### src/rtl/frv_consts.svh
/*
 * Machine timer and trap constants
 * MMIO window of the timer, its register offsets, the interrupt
 * cause codes and the reset value of mtimecmp
 */

`ifndef FRV_CONSTS_SVH
`define FRV_CONSTS_SVH

// ---------------------------------------------------------------------------
// MMIO window
// ---------------------------------------------------------------------------

`define FRV_MMIO_BASE_ADDR   32'h0000_1000 // Timer region base
`define FRV_MMIO_BASE_MASK   32'hFFFF_F000 // Bits that select the region

// Word offsets inside the window
`define FRV_MTIME_LO         32'h0000_0000 // mtime bits 31..0
`define FRV_MTIME_HI         32'h0000_0004 // mtime bits 63..32
`define FRV_MTIMECMP_LO      32'h0000_0008 // mtimecmp bits 31..0
`define FRV_MTIMECMP_HI      32'h0000_000C // mtimecmp bits 63..32

// ---------------------------------------------------------------------------
// Trap causes
// ---------------------------------------------------------------------------

`define FRV_CAUSE_NMI        6'd0          // Non-maskable interrupt
`define FRV_CAUSE_MSI        6'd3          // Machine software interrupt
`define FRV_CAUSE_MTI        6'd7          // Machine timer interrupt
`define FRV_CAUSE_MEI_BASE   6'd16         // Plus the 4-bit external code

// Compare value out of reach, no timer interrupt after reset
`define FRV_MTIMECMP_RESET   64'hFFFF_FFFF_FFFF_FFFF

`endif

### src/rtl/frv_csr_pkg.sv
/*
 * Counter and MMIO types
 * Data word, 64-bit counter values, inhibit bits and the request and
 * response of the timer MMIO port
 */

package frv_csr_pkg;

  typedef logic [31:0] xlen_t;  // Data word
  typedef logic [63:0] ctr_t;   // Counter value

  // Counter inhibit controls, one per counter
  typedef struct packed {
    logic cy;                   // Hold the cycle counter
    logic tm;                   // Hold mtime
    logic ir;                   // Hold instret
  } inhibit_t;

  // MMIO request from the load/store side
  typedef struct packed {
    logic  en;                  // Access valid this cycle
    logic  wen;                 // Write, else read
    xlen_t addr;                // Byte address
    xlen_t wdata;               // Write data
  } mmio_req_t;

  // MMIO response, same cycle as the request
  typedef struct packed {
    xlen_t rdata;               // Read data
    logic  error;               // Unmapped access
  } mmio_rsp_t;

  // Counter values seen by the CSR file
  typedef struct packed {
    ctr_t mtime;                // Machine timer
    ctr_t cycle;                // Clock cycles
    ctr_t instret;              // Retired instructions
  } counters_t;

endpackage

### src/rtl/frv_irq_pkg.sv
/*
 * Interrupt types
 * Enable and pending bits, cause codes and the trap request FSM states
 */

package frv_irq_pkg;

  typedef logic [3:0] ext_cause_t;   // External interrupt code
  typedef logic [5:0] trap_cause_t;  // Cause handed to writeback

  // mstatus.MIE and the mie bits
  typedef struct packed {
    logic mstatus_mie;               // Global enable
    logic meie;                      // External enable
    logic mtie;                      // Timer enable
    logic msie;                      // Software enable
  } irq_en_t;

  // mip bits
  typedef struct packed {
    logic meip;                      // External pending
    logic mtip;                      // Timer pending
    logic msip;                      // Software pending
  } mip_t;

  // Trap request FSM
  typedef enum logic {
    IDLE,                            // No request outstanding
    REQ                              // Waiting for writeback ack
  } trap_state_e;

endpackage

### src/rtl/frv_counters.sv
/*
 * Performance counters and machine timer
 * Cycle, mtime and instret counters, the mtimecmp register and the
 * MMIO decode of the timer window. Raises timer pending.
 */

`timescale 1ns/10ps

`include "frv_consts.svh"

module frv_counters import frv_csr_pkg::*; (
  input  logic      g_clk,       // Global clock
  input  logic      arst_n,      // Async reset, active low
  input  logic      instr_ret,   // Instruction retired
  input  inhibit_t  inhibit,     // Counter inhibit bits
  input  mmio_req_t mmio_req,    // Timer MMIO request
  output mmio_rsp_t mmio_rsp,    // Timer MMIO response
  output counters_t counters,    // Counter values
  output logic      ti_pending   // mtime has reached mtimecmp
);

  ctr_t  ctr_cycle;              // Cycle counter
  ctr_t  ctr_time;               // mtime
  ctr_t  ctr_instret;            // Retired count
  ctr_t  mtimecmp;               // Timer compare value

  xlen_t offset;                 // Address inside the window
  logic  in_window;              // Address hits the timer region
  logic  sel_time_lo;
  logic  sel_time_hi;
  logic  sel_cmp_lo;
  logic  sel_cmp_hi;
  logic  mapped;                 // One of the four registers
  logic  wr_en;                  // Enabled write
  xlen_t rd_mux;                 // Selected register half

  // ---------------------------------------------------------------------------
  // MMIO decode
  // ---------------------------------------------------------------------------

  assign in_window   = (mmio_req.addr & `FRV_MMIO_BASE_MASK) == `FRV_MMIO_BASE_ADDR;
  assign offset      = mmio_req.addr & ~`FRV_MMIO_BASE_MASK;
  assign sel_time_lo = in_window && (offset == `FRV_MTIME_LO);
  assign sel_time_hi = in_window && (offset == `FRV_MTIME_HI);
  assign sel_cmp_lo  = in_window && (offset == `FRV_MTIMECMP_LO);
  assign sel_cmp_hi  = in_window && (offset == `FRV_MTIMECMP_HI);
  assign mapped      = sel_time_lo || sel_time_hi || sel_cmp_lo || sel_cmp_hi;
  assign wr_en       = mmio_req.en && mmio_req.wen;

  always_comb begin
    rd_mux = '0;                                 // Unmapped reads as zero
    if (sel_time_lo) rd_mux = ctr_time[31:0];
    if (sel_time_hi) rd_mux = ctr_time[63:32];
    if (sel_cmp_lo)  rd_mux = mtimecmp[31:0];
    if (sel_cmp_hi)  rd_mux = mtimecmp[63:32];
  end

  assign mmio_rsp.rdata = mmio_req.en ? rd_mux : '0; // Quiet when idle
  assign mmio_rsp.error = mmio_req.en && !mapped;

  // ---------------------------------------------------------------------------
  // Counters and compare register
  // ---------------------------------------------------------------------------

  always_ff @(posedge g_clk or negedge arst_n) begin
    if (!arst_n) begin
      ctr_cycle   <= '0;
      ctr_time    <= '0;
      ctr_instret <= '0;
      mtimecmp    <= `FRV_MTIMECMP_RESET;
    end else begin
      if (!inhibit.cy)
        ctr_cycle <= ctr_cycle + 64'd1;
      if (instr_ret && !inhibit.ir)
        ctr_instret <= ctr_instret + 64'd1;
      // Software write wins over the tick
      if (wr_en && sel_time_lo)
        ctr_time <= {ctr_time[63:32], mmio_req.wdata};
      else if (wr_en && sel_time_hi)
        ctr_time <= {mmio_req.wdata, ctr_time[31:0]};
      else if (!inhibit.tm)
        ctr_time <= ctr_time + 64'd1;
      if (wr_en && sel_cmp_lo)
        mtimecmp[31:0]  <= mmio_req.wdata;
      if (wr_en && sel_cmp_hi)
        mtimecmp[63:32] <= mmio_req.wdata;
    end
  end

  assign ti_pending = ctr_time >= mtimecmp;      // Level, not a pulse
  assign counters   = '{mtime: ctr_time, cycle: ctr_cycle, instret: ctr_instret};

  // ---------------------------------------------------------------------------
  // Assertions
  // ---------------------------------------------------------------------------

  a_cycle_step : assert property (@(posedge g_clk) disable iff (!arst_n)
    !inhibit.cy |=> ctr_cycle == $past(ctr_cycle) + 64'd1)
    else $error("cycle counter did not advance by one");

  // Bad access leaves timer state alone, only the tick moves mtime
  a_err_no_write : assert property (@(posedge g_clk) disable iff (!arst_n)
    mmio_rsp.error |=> (mtimecmp == $past(mtimecmp)) &&
      (ctr_time == $past(ctr_time) + {63'd0, !$past(inhibit.tm)}))
    else $error("MMIO error access changed timer state");

endmodule

### src/rtl/frv_interrupt_pending.sv
/*
 * Interrupt pending registers
 * Samples the interrupt source levels into mip and the NMI pending bit,
 * and holds the cause code of the last external interrupt
 */

`timescale 1ns/10ps

module frv_interrupt_pending import frv_irq_pkg::*; (
  input  logic       g_clk,            // Global clock
  input  logic       arst_n,           // Async reset, active low
  input  logic       int_nmi,          // Non-maskable interrupt line
  input  logic       int_external,     // External interrupt line
  input  ext_cause_t int_extern_cause, // External cause code
  input  logic       int_software,     // Software interrupt line
  input  logic       ti_pending,       // From the timer compare
  output mip_t       mip,              // Pending bits
  output logic       nmi_pend,         // NMI pending
  output ext_cause_t ext_cause         // Cause paired with meip
);

  // ---------------------------------------------------------------------------
  // Pending bits, one cycle behind their sources
  // ---------------------------------------------------------------------------

  always_ff @(posedge g_clk or negedge arst_n) begin
    if (!arst_n) begin
      mip      <= '0;
      nmi_pend <= 1'b0;
    end else begin
      mip.meip <= int_external;
      mip.mtip <= ti_pending;
      mip.msip <= int_software;
      nmi_pend <= int_nmi;
    end
  end

  // Code follows the line while it is high, kept once it drops
  always_ff @(posedge g_clk) begin
    if (int_external)
      ext_cause <= int_extern_cause;
  end

endmodule

### src/rtl/frv_trap_arbiter.sv
/*
 * Interrupt trap arbiter
 * Masks the pending bits, picks one cause by priority and holds the
 * request to writeback until it is acknowledged
 */

`timescale 1ns/10ps

`include "frv_consts.svh"

module frv_trap_arbiter import frv_irq_pkg::*; (
  input  logic        g_clk,          // Global clock
  input  logic        arst_n,         // Async reset, active low
  input  irq_en_t     irq_en,         // Global and per-source enables
  input  mip_t        mip,            // Pending bits
  input  logic        nmi_pend,       // NMI pending, never masked
  input  ext_cause_t  ext_cause,      // External cause code
  input  logic        int_trap_ack,   // Writeback took the trap
  output logic        int_trap_req,   // Trap request to writeback
  output trap_cause_t int_trap_cause  // Cause of the request
);

  trap_state_e state_q;               // Request FSM
  trap_cause_t cause_q;               // Latched cause
  trap_cause_t cause_sel;             // Winner this cycle
  logic        mei_go;                // Enabled external
  logic        msi_go;                // Enabled software
  logic        mti_go;                // Enabled timer
  logic        any_go;                // Something to offer

  // ---------------------------------------------------------------------------
  // Masking and priority
  // ---------------------------------------------------------------------------

  assign mei_go = mip.meip && irq_en.meie && irq_en.mstatus_mie;
  assign msi_go = mip.msip && irq_en.msie && irq_en.mstatus_mie;
  assign mti_go = mip.mtip && irq_en.mtie && irq_en.mstatus_mie;
  assign any_go = nmi_pend || mei_go || msi_go || mti_go;

  // Later assignments win: NMI, external, software, timer
  always_comb begin
    cause_sel = `FRV_CAUSE_MTI;
    if (msi_go)
      cause_sel = `FRV_CAUSE_MSI;
    if (mei_go)
      cause_sel = `FRV_CAUSE_MEI_BASE + {2'b00, ext_cause};
    if (nmi_pend)
      cause_sel = `FRV_CAUSE_NMI;
  end

  // ---------------------------------------------------------------------------
  // Request FSM
  // ---------------------------------------------------------------------------

  always_ff @(posedge g_clk or negedge arst_n) begin
    if (!arst_n) begin
      state_q <= IDLE;
      cause_q <= '0;
    end else begin
      case (state_q)
        IDLE: if (any_go) begin
          state_q <= REQ;
          cause_q <= cause_sel;          // Frozen until the ack
        end
        REQ: if (int_trap_ack)
          state_q <= IDLE;               // One low cycle before the next
        default: state_q <= IDLE;
      endcase
    end
  end

  assign int_trap_req   = state_q == REQ;
  assign int_trap_cause = cause_q;

  // Writeback must see one cause for the whole request
  a_cause_stable : assert property (@(posedge g_clk) disable iff (!arst_n)
    int_trap_req && !int_trap_ack |=> int_trap_req && $stable(int_trap_cause))
    else $error("trap request dropped or cause changed before ack");

endmodule

### src/rtl/frv_uncore.sv
/*
 * Machine timer and interrupt uncore
 * Counters and timer feed the pending registers, which feed the trap
 * arbiter facing the writeback stage
 */

`timescale 1ns/10ps

module frv_uncore import frv_csr_pkg::*, frv_irq_pkg::*; (
  input  logic        g_clk,            // Global clock
  input  logic        arst_n,           // Async reset, active low
  input  logic        instr_ret,        // Instruction retired
  input  inhibit_t    inhibit,          // Counter inhibit bits
  input  mmio_req_t   mmio_req,         // Timer MMIO request
  output mmio_rsp_t   mmio_rsp,         // Timer MMIO response
  output counters_t   counters,         // Counter values
  input  irq_en_t     irq_en,           // Interrupt enables
  input  logic        int_nmi,          // Non-maskable interrupt
  input  logic        int_external,     // External interrupt line
  input  ext_cause_t  int_extern_cause, // External cause code
  input  logic        int_software,     // Software interrupt line
  output mip_t        mip,              // Pending bits
  output logic        int_mtime,        // Timer interrupt pending
  output logic        int_trap_req,     // Trap request to writeback
  output trap_cause_t int_trap_cause,   // Cause of the request
  input  logic        int_trap_ack      // Writeback took the trap
);

  logic       ti_pending;               // Timer compare hit
  logic       nmi_pend;                 // Registered NMI
  ext_cause_t ext_cause;                // Held external code

  assign int_mtime = mip.mtip;

  frv_counters u_counters (
    .g_clk      (g_clk),
    .arst_n     (arst_n),
    .instr_ret  (instr_ret),
    .inhibit    (inhibit),
    .mmio_req   (mmio_req),
    .mmio_rsp   (mmio_rsp),
    .counters   (counters),
    .ti_pending (ti_pending)
  );

  frv_interrupt_pending u_pending (
    .g_clk            (g_clk),
    .arst_n           (arst_n),
    .int_nmi          (int_nmi),
    .int_external     (int_external),
    .int_extern_cause (int_extern_cause),
    .int_software     (int_software),
    .ti_pending       (ti_pending),
    .mip              (mip),
    .nmi_pend         (nmi_pend),
    .ext_cause        (ext_cause)
  );

  frv_trap_arbiter u_arbiter (
    .g_clk          (g_clk),
    .arst_n         (arst_n),
    .irq_en         (irq_en),
    .mip            (mip),
    .nmi_pend       (nmi_pend),
    .ext_cause      (ext_cause),
    .int_trap_ack   (int_trap_ack),
    .int_trap_req   (int_trap_req),
    .int_trap_cause (int_trap_cause)
  );

endmodule

### config.mk
export PLATFORM = sky130hd
export DESIGN_NAME = frv_uncore
export DESIGN_NICKNAME = d
export VERILOG_FILES = /design/src/rtl/frv_csr_pkg.sv /design/src/rtl/frv_irq_pkg.sv /design/src/rtl/frv_counters.sv /design/src/rtl/frv_interrupt_pending.sv /design/src/rtl/frv_trap_arbiter.sv /design/src/rtl/frv_uncore.sv
export VERILOG_INCLUDE_DIRS = /design/src /design/src/rtl
export SDC_FILE = /design/constraint.sdc
export NUM_CORES = 1
export LEC_CHECK = 0
export BUFFER_PORTS_ARGS = -buffer_cell sky130_fd_sc_hd__buf_2
export CAP_MARGIN = 40
export CORE_AREA = 2 2 238 263
export DETAILED_ROUTE_END_ITERATION = 10
export DIE_AREA = 0 0 240 265
export SLEW_MARGIN = 15
export SYNTH_ARGS = -nofsm -noshare
export SYNTH_HDL_FRONTEND = slang
export SYNTH_SLANG_ARGS = --single-unit
### constraint.sdc
create_clock -name g_clk -period 3.3 [get_ports g_clk]
set_clock_uncertainty 0.05 [all_clocks]
set_input_delay 0.33 -clock g_clk [delete_from_list [all_inputs] [get_ports g_clk]]
set_output_delay 0.33 -clock g_clk [all_outputs]
set_load 0.05 [all_outputs]
**Yosys cells after proc, flatten, opt, wreduce, memory -nomap -nowiden**

Index checks and enable logic that the tools add are counted.

- Add/subtract/negate cells: 4
- Order comparisons: 1
- Equal/unequal tests: 7
- Multiplexer cells: 14
- Bitwise logic cells: 2
- Reduce and logical (&&, ||, !) cells: 29

Operator list:

| cell | number |
|---|---|
| 64-bit by 1-bit adder with 64-bit output (second input constant) | 3 |
| 32-bit 2-to-1 mux | 6 |
| 64-bit 2-to-1 mux | 2 |
| 64-bit >= comparator | 1 |
| 32-bit zero test | 1 |
| 12-bit by 4-bit equality test with 1-bit output (second input constant) | 2 |
| 20-bit by 1-bit equality test with 1-bit output (second input constant) | 1 |
| 1-bit logical AND | 17 |
| 12-bit by 3-bit equality test with 1-bit output (second input constant) | 1 |
| 6-bit 2-to-1 mux | 2 |
| 5-bit by 4-bit adder with 6-bit output (first input constant) | 1 |
| 1-bit logical OR | 6 |
| 2-bit by 1-bit inequality test with 1-bit output (second input constant) | 3 |
| 2-bit AND reduction | 3 |
| 3-bit 2-to-1 mux | 1 |
| 1-bit zero test | 2 |
| 1-bit 2-to-1 mux | 2 |
| 1-bit inverter | 2 |
| 1-bit case mux with 2 select lines | 1 |

- Register bits: 271
- Bits of input ports: 84
- Output and inout port bits: 236

**Depth between registers and ports, before layout**

Gate-level depths: netlist of the first run.

- Depth after elaboration: 7
- Mapped depth: 9

**Modules after synthesis**

A second synthesis of the first run with hierarchy kept.

- Cell total of the unflattened synthesis: 1,477
- Area, all modules: 15,336.0 sq um

Modules (own cells, without submodules):

| module | instances | cells an instance | area an instance (sq um) |
|---|---|---|---|
| frv_counters | 1 | 1,432 | 14,767.9 |
| frv_trap_arbiter | 1 | 36 | 340.3 |
| frv_interrupt_pending | 1 | 8 | 220.2 |
| frv_uncore | 1 | 1 | 7.5 |

**Worst setup path before layout of the first run**

No wires, ideal clock.

- Path kind: input-to-output
- Start: input port mmio_req[38] in the netlist's numbering
- End: output port mmio_rsp[12] in the netlist's numbering
- Arrival: 3,127 ps
- Required time: 2,920 ps
- Slack: -207 ps
- Stages on the path: 6
- Buffers on the path: 1
- Path through: nor4_1 nand4_2 nor4b_1 clkbuf_1 a222oi_1 a21boi_0

RTL lines:

| element | RTL line | RTL |
|---|---|---|
| start: declaration | frv_uncore.sv:14 | `input mmio_req_t mmio_req,` |
| end: declaration | frv_uncore.sv:15 | `output mmio_rsp_t mmio_rsp,` |

==> metrics.txt, run 1 <==
pre-CTS setup slack=0.308 ns; fin worst setup slack=0.333 ns; WP data required=2.92 ns; final wirelength=53,600 um; Post-Syn Nets=1,722; crit path cell chain=buf_2 > nor4_1 > nand4_2 > nor2_1 > and3_2 > buf_12 > nand2_1 > a21boi_1 > buf_12; area share of the largest cell type after synthesis=0.336; vias per cell=4.94; YS warnings=0; post-route ant nets=0; DP Wirelength=40,000 um; Finish-stage setup viols=0; Final Hold Fails=0; FFs w/ async S/R, synth=0.985; violation count after the first detailed-route iteration=932; Final Instance Area=19,700 um2; synthesis-to-finish area growth=30.8%; fmax=337 MHz; number of library cell types mapped by synthesis=71; crit end category=primary output; Max Slew Vio Count=0; # DRC=0; CTS clk-pin slew, worst paths=0.06 ns; Die X=240 um; Core ar.=60,900 um2; Layout Nets=2,099; flop2flop setup slack=0.43 ns; Leak Pwr=0.00908 uW; H-tree levels=2; CTS sink count=270; TritonCTS clock tree=yes; Rows=95; TritonCTS buffer count=35; final core occ=0.324; post-synth top area cell=dfrtp_1; largest cells by area after synthesis=dfrtp_1 34%, dfstp_2 11%, xnor2_1 6.2%; Post-Syn Instances=1,571; Syn Std Cell Area=15,100 um2; Clock Path Buffers=3; worst path arrival time=2.59 ns; Top FF cell, synth=dfrtp_1; initial antenna violation count=4; reg-to-reg endpoint=u_counters.ctr_instret[50]; Tcrit/Tclk final=0.899; Hold Path Cell Cnt=3; vias in the first global route=14,000; Post-synth EDFFs=4; status=completed; Tmin final=2.97 ns; fraction of final layout cells sized beyond drive strength 1=0.272; Syn Area/Cell=9.59 um2; cell mode on critical path=buf_12; GP Congestion=0.890; grt ovf=0; Max Cap Violations=0; slowest cell on the critical path=nand4_2; TritonRoute pass-1 iters=8; overall routing resource usage=0.167; slew margin rel.=0.424; WHS Endpoint=u_counters.mtimecmp[19]; pwr dens=460 nW/um2; worst skew pair latency=0.56 ns; CP max FO=52; Diodes inserted=0; Area after DPL=18,200 um2; I/O pin count=320; most common cell after layout, fill and taps aside=buf_2; Sequential Area=6860 um2; Slew @ Worst Pin=0.863 ns; IO Port Bufs=318; Starting Density=0.248; largest net degree at the start of global routing=87; unrepaired setup endpoints after global routing=false; R2R depth=7; Root Driver=clkbuf_16; HP Start=mmio_req[19]; register bit total from synthesis=270; Min-Delay Path Class=in -> reg; FILL cells=6,293; Setup crit start kind=input port; Tot Pwr=9070 uW; DR vias=13,800; Critical R2R Launch=u_counters.ctr_instret[0]; Crit Path Category=in -> out; Slowest Stage Delay on Critical Path=0.39 ns; commonest non-fill, non-tap cells in the layout=296 x buf_2, 202 x dfrtp_1, 188 x nand2_1, 106 x xnor2_1, 105 x o21ai_0; Die ar.=63,600 um2; sequential area share after synthesis=0.455; peak supply drop=0.000544 V; first-pass GRT wire length=82,700 um; setup tns final=0 ns; Multi-input gate area=7540 um2; Routed WL per cell=19.1 um; Die H=265 um
## cell type report
class                           instances  area share
Tap cell                              824      0.0523
Sequential cell                       270       0.348
Clock inverter                         10     0.00743
Timing Repair Buffer                  412       0.141
Multi-Input combinational cell       1140       0.383
Clock buffer                           53      0.0515
Inverter                               89      0.0170
## cells in the mapped netlist, types with 5 or more instances
cell type and count:
and3_2 5, o22a_1 12, and2_1 16, o31ai_1 6
o21ai_0 105, a41oi_1 6, o21a_1 6, a21boi_0 32
nor2_1 75, or3_1 6, mux2_2 18, nand2_1 188
ha_1 67, dfstp_2 64, buf_2 18, nand2b_1 6
nand3_1 86, nand4_1 61, inv_1 89, a21oi_1 40
a21o_1 10, clkbuf_1 43, xor2_1 51, xnor2_1 106
a2bb2oi_1 10, or4_1 8, nor4_1 31, a211oi_1 5
and4_1 16, dfrtp_1 202, a31oi_1 10, nor3_1 38
a222oi_1 32, o22ai_1 9, and3_1 27
## how the worst max path moves through the flow
stage	start	end	slack [ns]	cells past startpoint
after floorplan	mmio_req[38]	mmio_rsp[32]	0.05	5
after global routing	mmio_req[37]	mmio_rsp[32]	0.003	9
final	mmio_req[37]	mmio_rsp[19]	0.33	9
after global placement	mmio_req[37]	u_counters.ctr_time[50]	0.40	8
after detailed placement	mmio_req[60]	mmio_rsp[29]	0.31	8
after CTS	mmio_req[37]	mmio_rsp[29]	0.27	8
## metrics by stage
| stage | cells | hold WS, ns |
|---|---|---|
| 5_1_grt | 2798 | 0.0226 |
| 3_5_place_dp | 2697 | 0.376 |
| 4_1_cts | 2798 | 0.00637 |
| 2_1_floorplan | 1571 | -0.0156 |
| 6_report | 2798 | 0.0320 |
| 3_3_place_gp | 2697 | 0.379 |
## state kept, by name, indices dropped and copies added (netlist names)
signal and cells:
u_counters.ctr_cycle 64, u_counters.ctr_instret 64, u_counters.ctr_time 64, u_counters.mtimecmp 64
u_arbiter.int_trap_cause 5, u_pending.ext_cause 4, u_pending.mip 3, u_arbiter.int_trap_req 1
u_pending.nmi_pend 1
## layer usage
metal / share of wire / vias to the layer above / global-route usage
li1: - / 6423 / -
met1: 0.41 / 6782 / 0.205
met2: 0.48 / 496 / 0.277
met3: 0.074 / 110 / 0.0438
met4: 0.032 / 8 / 0.0648
met5: 0.0010 / - / 0
## timing repair
action                                  in CTS  in global routing
hold endpoints to repair                   117                  0
buffers inserted                             0                  0
hold buffers                                38                  0
endpoints found under the setup margin       0                  1
resized for setup                            0                  1
## report_power, final
part           internal [uW]  switching (uW)  total, uW
combinational            401            1020       1420
sequential              3480             242       3720
clock                   2370            1560       3920
total                   6250            2820       9070
## kinds of logic after synthesis
group                      share of synthesized area
and+or+nand+nor                                0.196
DFF                                            0.455
adders and majority gates                     0.0556
muxes                                         0.0141
AOI/OAI and AO/OA                              0.141
buffers and inverters                         0.0471
other                                       0.000249
xor gates and xnor gates                      0.0913
## critical path: cells and delay by family
kind	cells	cell delay, ns
and+or+nand+nor	5	1.36
buffers and inverters	3	0.56
AOI/OAI and AO/OA	1	0.30
Note: power is estimated with default switching activity, not from simulation.
==> inputs of run 2 (changes only) <==
Settings changed: CORE_AREA 2 2 238 263 to 2 2 240 265, CTS_CLUSTER_DIAMETER set to 80, DIE_AREA 0 0 240 265 to 0 0 242 267, SYNTH_HIERARCHICAL set to 1.
==> run 2 against run 1 <==
Maximum frequency up 3.6%. Utilization fell by 0.44 points. Non-clock buffer count decreased by 2. Flip-flop and latch count unchanged. Synthesized cell count is 6.0% lower. Sequential share of layout area fell by 0.16 points. Worst setup slack better by 0.10 ns. Synthesized area up 1.8%. Final cell count down 2.6%. First-iteration DRC count increased by 3.3%. Final area grew 0.45%. Register-to-register slack improved by 0.08 ns. Largest cell class unchanged. Largest power group unchanged. Highest routed layer unchanged.
==> metrics.txt, run 2 <==
post-synth top area cell=dfrtp_1 (unchanged); Syn Std Cell Area=15,300 um2 (was 15,100 um2); DP Wirelength=39,400 um (was 40,000 um); cts repair resizes=0 (unchanged); Root Driver=clkbuf_16 (unchanged); Top FF cell, synth=dfrtp_1 (unchanged); GP Congestion=0.888 (was 0.890); worst path arrival time=2.48 ns (was 2.59 ns); Die H=267 um (was 265 um); vias per cell=4.93 (was 4.94); number of library cell types mapped by synthesis=78 (was 71); largest net degree at the start of global routing=95 (was 87); Slew @ Worst Pin=0.933 ns (was 0.863 ns); Final Instance Area=19,800 um2 (was 19,700 um2); I/O pin count=320 (unchanged); FFs w/ async S/R, synth=0.985 (unchanged); # DRC=0 (unchanged); YS warnings=6 (was 0); Min-Delay Path Class=in -> reg (unchanged); Die ar.=64,600 um2 (was 63,600 um2); Core ar.=62,000 um2 (was 60,900 um2); Tmin final=2.86 ns (was 2.97 ns); IO Port Bufs=318 (unchanged); Rows=96 (was 95); sequential area share after synthesis=0.447 (was 0.455); Die X=242 um (was 240 um); Finish-stage setup viols=0 (unchanged); FILL cells=6,420 (was 6,293); WP data required=2.92 ns (about the same); initial antenna violation count=4 (unchanged); count leader, synth=dfrtp_1 (unchanged); fin worst setup slack=0.435 ns (was 0.333 ns); commonest non-fill, non-tap cells in the layout=317 x buf_2, 202 x dfrtp_1, 130 x nand2_1, 120 x xnor2_1, 86 x inv_1 (was 296 x buf_2, 202 x dfrtp_1, 188 x nand2_1, 106 x xnor2_1, 105 x o21ai_0); Post-Syn Nets=1,628 (was 1,722); peak supply drop=0.000478 V (was 0.000544 V); Area after DPL=18,300 um2 (was 18,200 um2); Routed WL per cell=19.3 um (was 19.1 um); crit end category=primary output (unchanged); Crit Path Category=in -> out (unchanged); most common library cells after synthesis=202 x dfrtp_1, 130 x nand2_1, 120 x xnor2_1 (was 202 x dfrtp_1, 188 x nand2_1, 106 x xnor2_1); Placed Instances=2,629 (was 2,697); first-pass GRT wire length=81,800 um (was 82,700 um); synthesis-to-finish area growth=29.1% (was 30.8%); Syn Area/Cell=10.4 um2 (was 9.59 um2); Final Hold Fails=0 (unchanged); slew margin rel.=0.375 (was 0.424); fraction of final layout cells sized beyond drive strength 1=0.332 (was 0.272); Post-synth EDFFs=4 (unchanged); CTS clk-pin slew, worst paths=0.06 ns (about the same); Multi-input gate area=7920 um2 (was 7540 um2); overall routing resource usage=0.160 (was 0.167); Starting Density=0.247 (was 0.248); Tcrit/Tclk final=0.868 (was 0.899); CP max FO=24 (was 52); Max Cap Violations=0 (unchanged); Post-Syn Instances=1,477 (was 1,571); Layout Nets=2,015 (was 2,099); TritonCTS clock tree=yes (unchanged); Max Slew Vio Count=0 (unchanged); Setup crit start kind=input port (unchanged); TritonCTS buffer count=36 (was 35); register bit total from synthesis=270 (unchanged); CTS sink count=270 (unchanged); violation count after the first detailed-route iteration=963 (was 932); post-route ant nets=0 (unchanged); vias in the first global route=13,800 (was 14,000); DR vias=13,400 (was 13,800); Sequential Area=6860 um2 (unchanged); status=completed (unchanged); most common cell after layout, fill and taps aside=buf_2 (unchanged); final wirelength=52,600 um (was 53,600 um); pre-CTS setup slack=0.411 ns (was 0.308 ns); fmax=349 MHz (was 337 MHz); grt ovf=0 (unchanged); worst skew pair latency=0.56 ns (about the same); Leak Pwr=0.00883 uW (was 0.00908 uW); Layout Cells excl Fill=2,726 (was 2,798); pwr dens=475 nW/um2 (was 460 nW/um2); unrepaired setup endpoints after global routing=false (unchanged); area share of the largest cell type after synthesis=0.330 (was 0.336); setup tns final=0 ns (unchanged); TritonRoute pass-1 iters=7 (was 8); largest cells by area after synthesis=dfrtp_1 33%, dfstp_2 11%, xnor2_1 6.9% (was dfrtp_1 34%, dfstp_2 11%, xnor2_1 6.2%); H-tree levels=2 (unchanged); Clock Path Buffers=3 (unchanged)
==> run 2: cell count changes after synthesis, moves of 30 or more <==
cell / delta
a222oi_1: -31
nand2_1: -58
mux4_2: +31
a21boi_0: -30
mux2_2: +48
o21ai_0: -49
==> run 2: path summary, 6_finish.rpt <==
path / start / end / slack [ns] / cells after the start
min: mmio_req[16] / u_counters/ctr_time[16] / 0.03 / 3
max reg2reg: u_counters/ctr_time[28] / u_counters/ctr_time[62] / 0.51 / 6
max in group asynchronous: arst_n / u_counters/mtimecmp[20] / 1.95 / 3
max: mmio_req[58] / mmio_rsp[15] / 0.44 / 8
min reg2reg: u_counters/ctr_cycle[63] / u_counters/ctr_cycle[63] / 0.42 / 1
min in group asynchronous: arst_n / u_counters/ctr_time[0] / 0.32 / 2
==> run 2: what timing repair did <==
item / in CTS / in global routing
endpoints found under the hold margin: 119 / 0
buffers inserted: 0 / 0
hold buffers: 30 / 0
endpoints found under the setup margin: 0 / 0
==> run 2: kinds of logic after synthesis <==
kind of cell | synth area share
and+or+nand+nor | 0.182
DFF | 0.447
xor gates and xnor gates | 0.0897
muxes | 0.0990
AOI/OAI and AO/OA | 0.0877
adders and majority gates | 0.0547
other | 0.000245
buffers and inverters | 0.0401
==> run 2: layer usage <==
metal	routed length, um	GRT usage
met5	53	0
met4	1520	0.0517
met3	3950	0.0418
met2	25600	0.274
met1	21500	0.196
==> run 2: worst max-delay path, stage by stage <==
cell	delay, ns
buf_2	0.10
nor4b_1	0.35
buf_4	0.19
nand4_1	0.22
nor2_2	0.28
buf_4	0.34
and3_1	0.35
buf_2	0.32
==> run 2: area by class of cell <==
class	count	area share
multi-input combinational	1060	0.400
clock inverter	15	0.00891
inverter	86	0.0163
timing repair buffer	410	0.122
clock buffer	51	0.0534
antenna	1	0.000126
sequential	270	0.346
tap	833	0.0527
==> run 2: power breakdown <==
| group | switching, uW | internal, uW | leakage, uW | total [uW] |
|---|---|---|---|---|
| registers | 251 | 3500 | 0.00333 | 3750 |
| clock network | 1580 | 2410 | 0.000601 | 3990 |
| logic | 1150 | 520 | 0.00490 | 1670 |
==> run 2: per-stage QoR <==
step / util / power (uW) / hold WS [ns]
3_5_place_dp: 0.295 / 5440 / 0.355
6_report: 0.319 / 9410 / 0.0313
4_1_cts: 0.319 / 9540 / 0.000259
2_1_floorplan: - / 4830 / -0.0156
5_1_grt: 0.319 / 9820 / 0.0258
3_3_place_gp: 0.295 / 5410 / 0.349
==> inputs of run 3 (changes only) <==
Settings changed: CORE_AREA 2 2 240 265 to 2 2 161 179, DIE_AREA 0 0 242 267 to 0 0 163 181, PLACE_DENSITY set to 0.81.
==> run 3 against run 2 <==
Worst setup slack gained 0.020 ns. Die area down 54%. Utilization grew 36 points. Largest power group is now sequential cells. Wire length fell by 14%. Non-clock buffer count fell by 32. Sequential power hardly changed. Critical path depth down 2. Clock power down 19%. Global-route usage increased by 14 points. Via count up 0.17%. Final cell count fell by 19%.
==> metrics.txt, run 3 (synthesized netlist as in run 2, its figures left out) <==
I/O pin count=320 (unchanged); Buf+Inv Stages, Crit Path=0 (was 4); most common cell after layout, fill and taps aside=buf_2 (unchanged); Starting Density=0.555 (was 0.247); Slew @ Worst Pin=0.865 ns (was 0.933 ns); fraction of final layout cells sized beyond drive strength 1=0.320 (was 0.332); DP Wirelength=32,000 um (was 39,400 um); critical path's top delay family=simple AND/OR/NAND/NOR gates (unchanged); GP Congestion=0.947 (was 0.888); post-route ant nets=0 (unchanged); final core occ=0.675 (was 0.319); violation count after the first detailed-route iteration=1,090 (was 963); Max Slew Vio Count=0 (unchanged); CP max FO=7 (was 24); initial antenna violation count=4 (unchanged); TritonCTS clock tree=yes (unchanged); Leak Pwr=0.00854 uW (was 0.00883 uW); Finish-stage setup viols=0 (unchanged); pwr dens=463 nW/um2 (was 475 nW/um2); vias per cell=6.08 (was 4.93); overall routing resource usage=0.304 (was 0.160); Max Cap Violations=0 (unchanged); peak supply drop=0.000841 V (was 0.000478 V); unrepaired setup endpoints after global routing=false (unchanged); Root Driver=clkbuf_16 (unchanged); cell mode on critical path=or4_4; TritonRoute pass-1 iters=7 (unchanged); grt ovf=0 (unchanged); Die H=181 um (was 267 um); Tcrit/Tclk final=0.862 (was 0.868); slowest cell on the critical path=or4_4 (was nor4b_1); Crit Path Category=reg -> reg (was in -> out); Min-Delay Path Class=in -> reg (unchanged); pre-CTS setup slack=0.493 ns (was 0.411 ns); Rows=64 (was 96); Setup crit start kind=register (was input port); # DRC=0 (unchanged); synthesis-to-finish area growth=21.5% (was 29.1%); fmax=352 MHz (was 349 MHz); R2R depth=6 (unchanged); worst path arrival time=3.27 ns (was 2.48 ns); Routed WL per cell=20.4 um (was 19.3 um); crit end category=register (was primary output); fin worst setup slack=0.456 ns (was 0.435 ns); slew margin rel.=0.423 (was 0.375); Critical Path Stages=6 (was 8); Clock Path Buffers=3 (unchanged); Final Hold Fails=0 (unchanged); WP data required=3.72 ns (was 2.92 ns); final wirelength=45,000 um (was 52,600 um); Slowest Stage Delay on Critical Path=0.59 ns (was 0.35 ns); setup tns final=0 ns (unchanged); Core ar.=27,600 um2 (was 62,000 um2); commonest non-fill, non-tap cells in the layout=317 x buf_2, 202 x dfrtp_1, 130 x nand2_1, 120 x xnor2_1, 86 x inv_1 (unchanged); DR vias=13,500 (was 13,400); largest net degree at the start of global routing=114 (was 95); Tmin final=2.84 ns (was 2.86 ns); Die X=163 um (was 242 um); flop2flop setup slack=0.46 ns (was 0.51 ns); IO Port Bufs=318 (unchanged); vias in the first global route=13,700 (was 13,800); Die ar.=29,500 um2 (was 64,600 um2); CTS clk-pin slew, worst paths=0.06 ns (about the same); TritonCTS buffer count=29 (was 36); crit path cell chain=nand3_2 > or4_4 > or4_1 > or4_4 > a21oi_2 > a2bb2oi_1 (was buf_2 > nor4b_1 > buf_4 > nand4_1 > nor2_2 > buf_4 > and3_1 > buf_2); worst skew pair latency=0.55 ns (was 0.56 ns); status=completed (unchanged); Hold Path Cell Cnt=3 (unchanged); H-tree levels=1 (was 2); FILL cells=2,102 (was 6,420); Layout Nets=1,976 (was 2,015); first-pass GRT wire length=71,600 um (was 81,800 um); CTS sink count=270 (unchanged)
[run 3: cell types whose count changed in the layout (fill, tap and decap cells not counted), moves of 2 or more]
| cell | change |
|---|---|
| clkinv_8 | -3 |
| nor2_2 | +2 |
| clkbuf_1 | +2 |
| clkbuf_16 | -7 |
| dlygate4sd3_1 | -9 |
| clkbuf_8 | -4 |
| buf_4 | -22 |
| nor2_4 | -2 |
[run 3: timing repair]
action	4_1_cts	5_1_grt
endpoints found under the hold margin	121	0
resized for setup	0	0
hold buffers	21	0
setup buffers	0	0
[run 3: worst paths after layout]
path                                                  from                          to
worst min-delay path                          mmio_req[20]     u_counters/ctr_time[20]
worst max-delay path               u_counters/ctr_time[25]     u_counters/ctr_time[62]
min in group asynchronous                           arst_n  u_counters/ctr_instret[32]
max in group asynchronous                           arst_n    u_counters/ctr_cycle[54]
worst max register to register     u_counters/ctr_time[25]     u_counters/ctr_time[62]
worst min register to register  u_counters/ctr_instret[63]  u_counters/ctr_instret[63]
[run 3: report_power, final]
group / switching (uW) / internal, uW
logic: 1140 / 509
registers: 236 / 3490
clock network: 1340 / 1910
[run 3: tightest hold or removal path, delay by kind of cell]
family / cells / cell delay [ns]
simple gates: 1 / 0.05
buf+inv: 1 / 0.12
compound gates: 1 / 0.07
[run 3: cell type report]
type / instances / area (um2) / area share
diodes: 1 / 2.50 / 0.000134
flip-flops and latches: 270 / 6860 / 0.368
multi-input cells: 1060 / 7910 / 0.424
clock inverters: 12 / 118 / 0.00631
inverters: 86 / 323 / 0.0173
well taps: 363 / 454 / 0.0244
repair buffers: 378 / 2140 / 0.115
clock buffers: 42 / 835 / 0.0448
[run 3: routing by layer]
layer / track usage / vias to the layer above / part of all wire
li1: - / 6073 / -
met1: 0.382 / 6597 / 0.39
met2: 0.511 / 665 / 0.49
met3: 0.0661 / 118 / 0.088
met4: 0.117 / 6 / 0.040
met5: 0 / - / 0.00076
[run 3: metrics by stage]
step | area [um2] | hold WS [ns] | cells | power, uW
2_1_floorplan | 15300 | -0.0156 | 1477 | 4830
3_3_place_gp | 17500 | 0.389 | 2134 | 5350
3_5_place_dp | 17500 | 0.390 | 2136 | 5390
4_1_cts | 18600 | 0.00135 | 2211 | 8670
5_1_grt | 18600 | 0.00755 | 2211 | 8960
6_report | 18600 | 0.00886 | 2212 | 8630
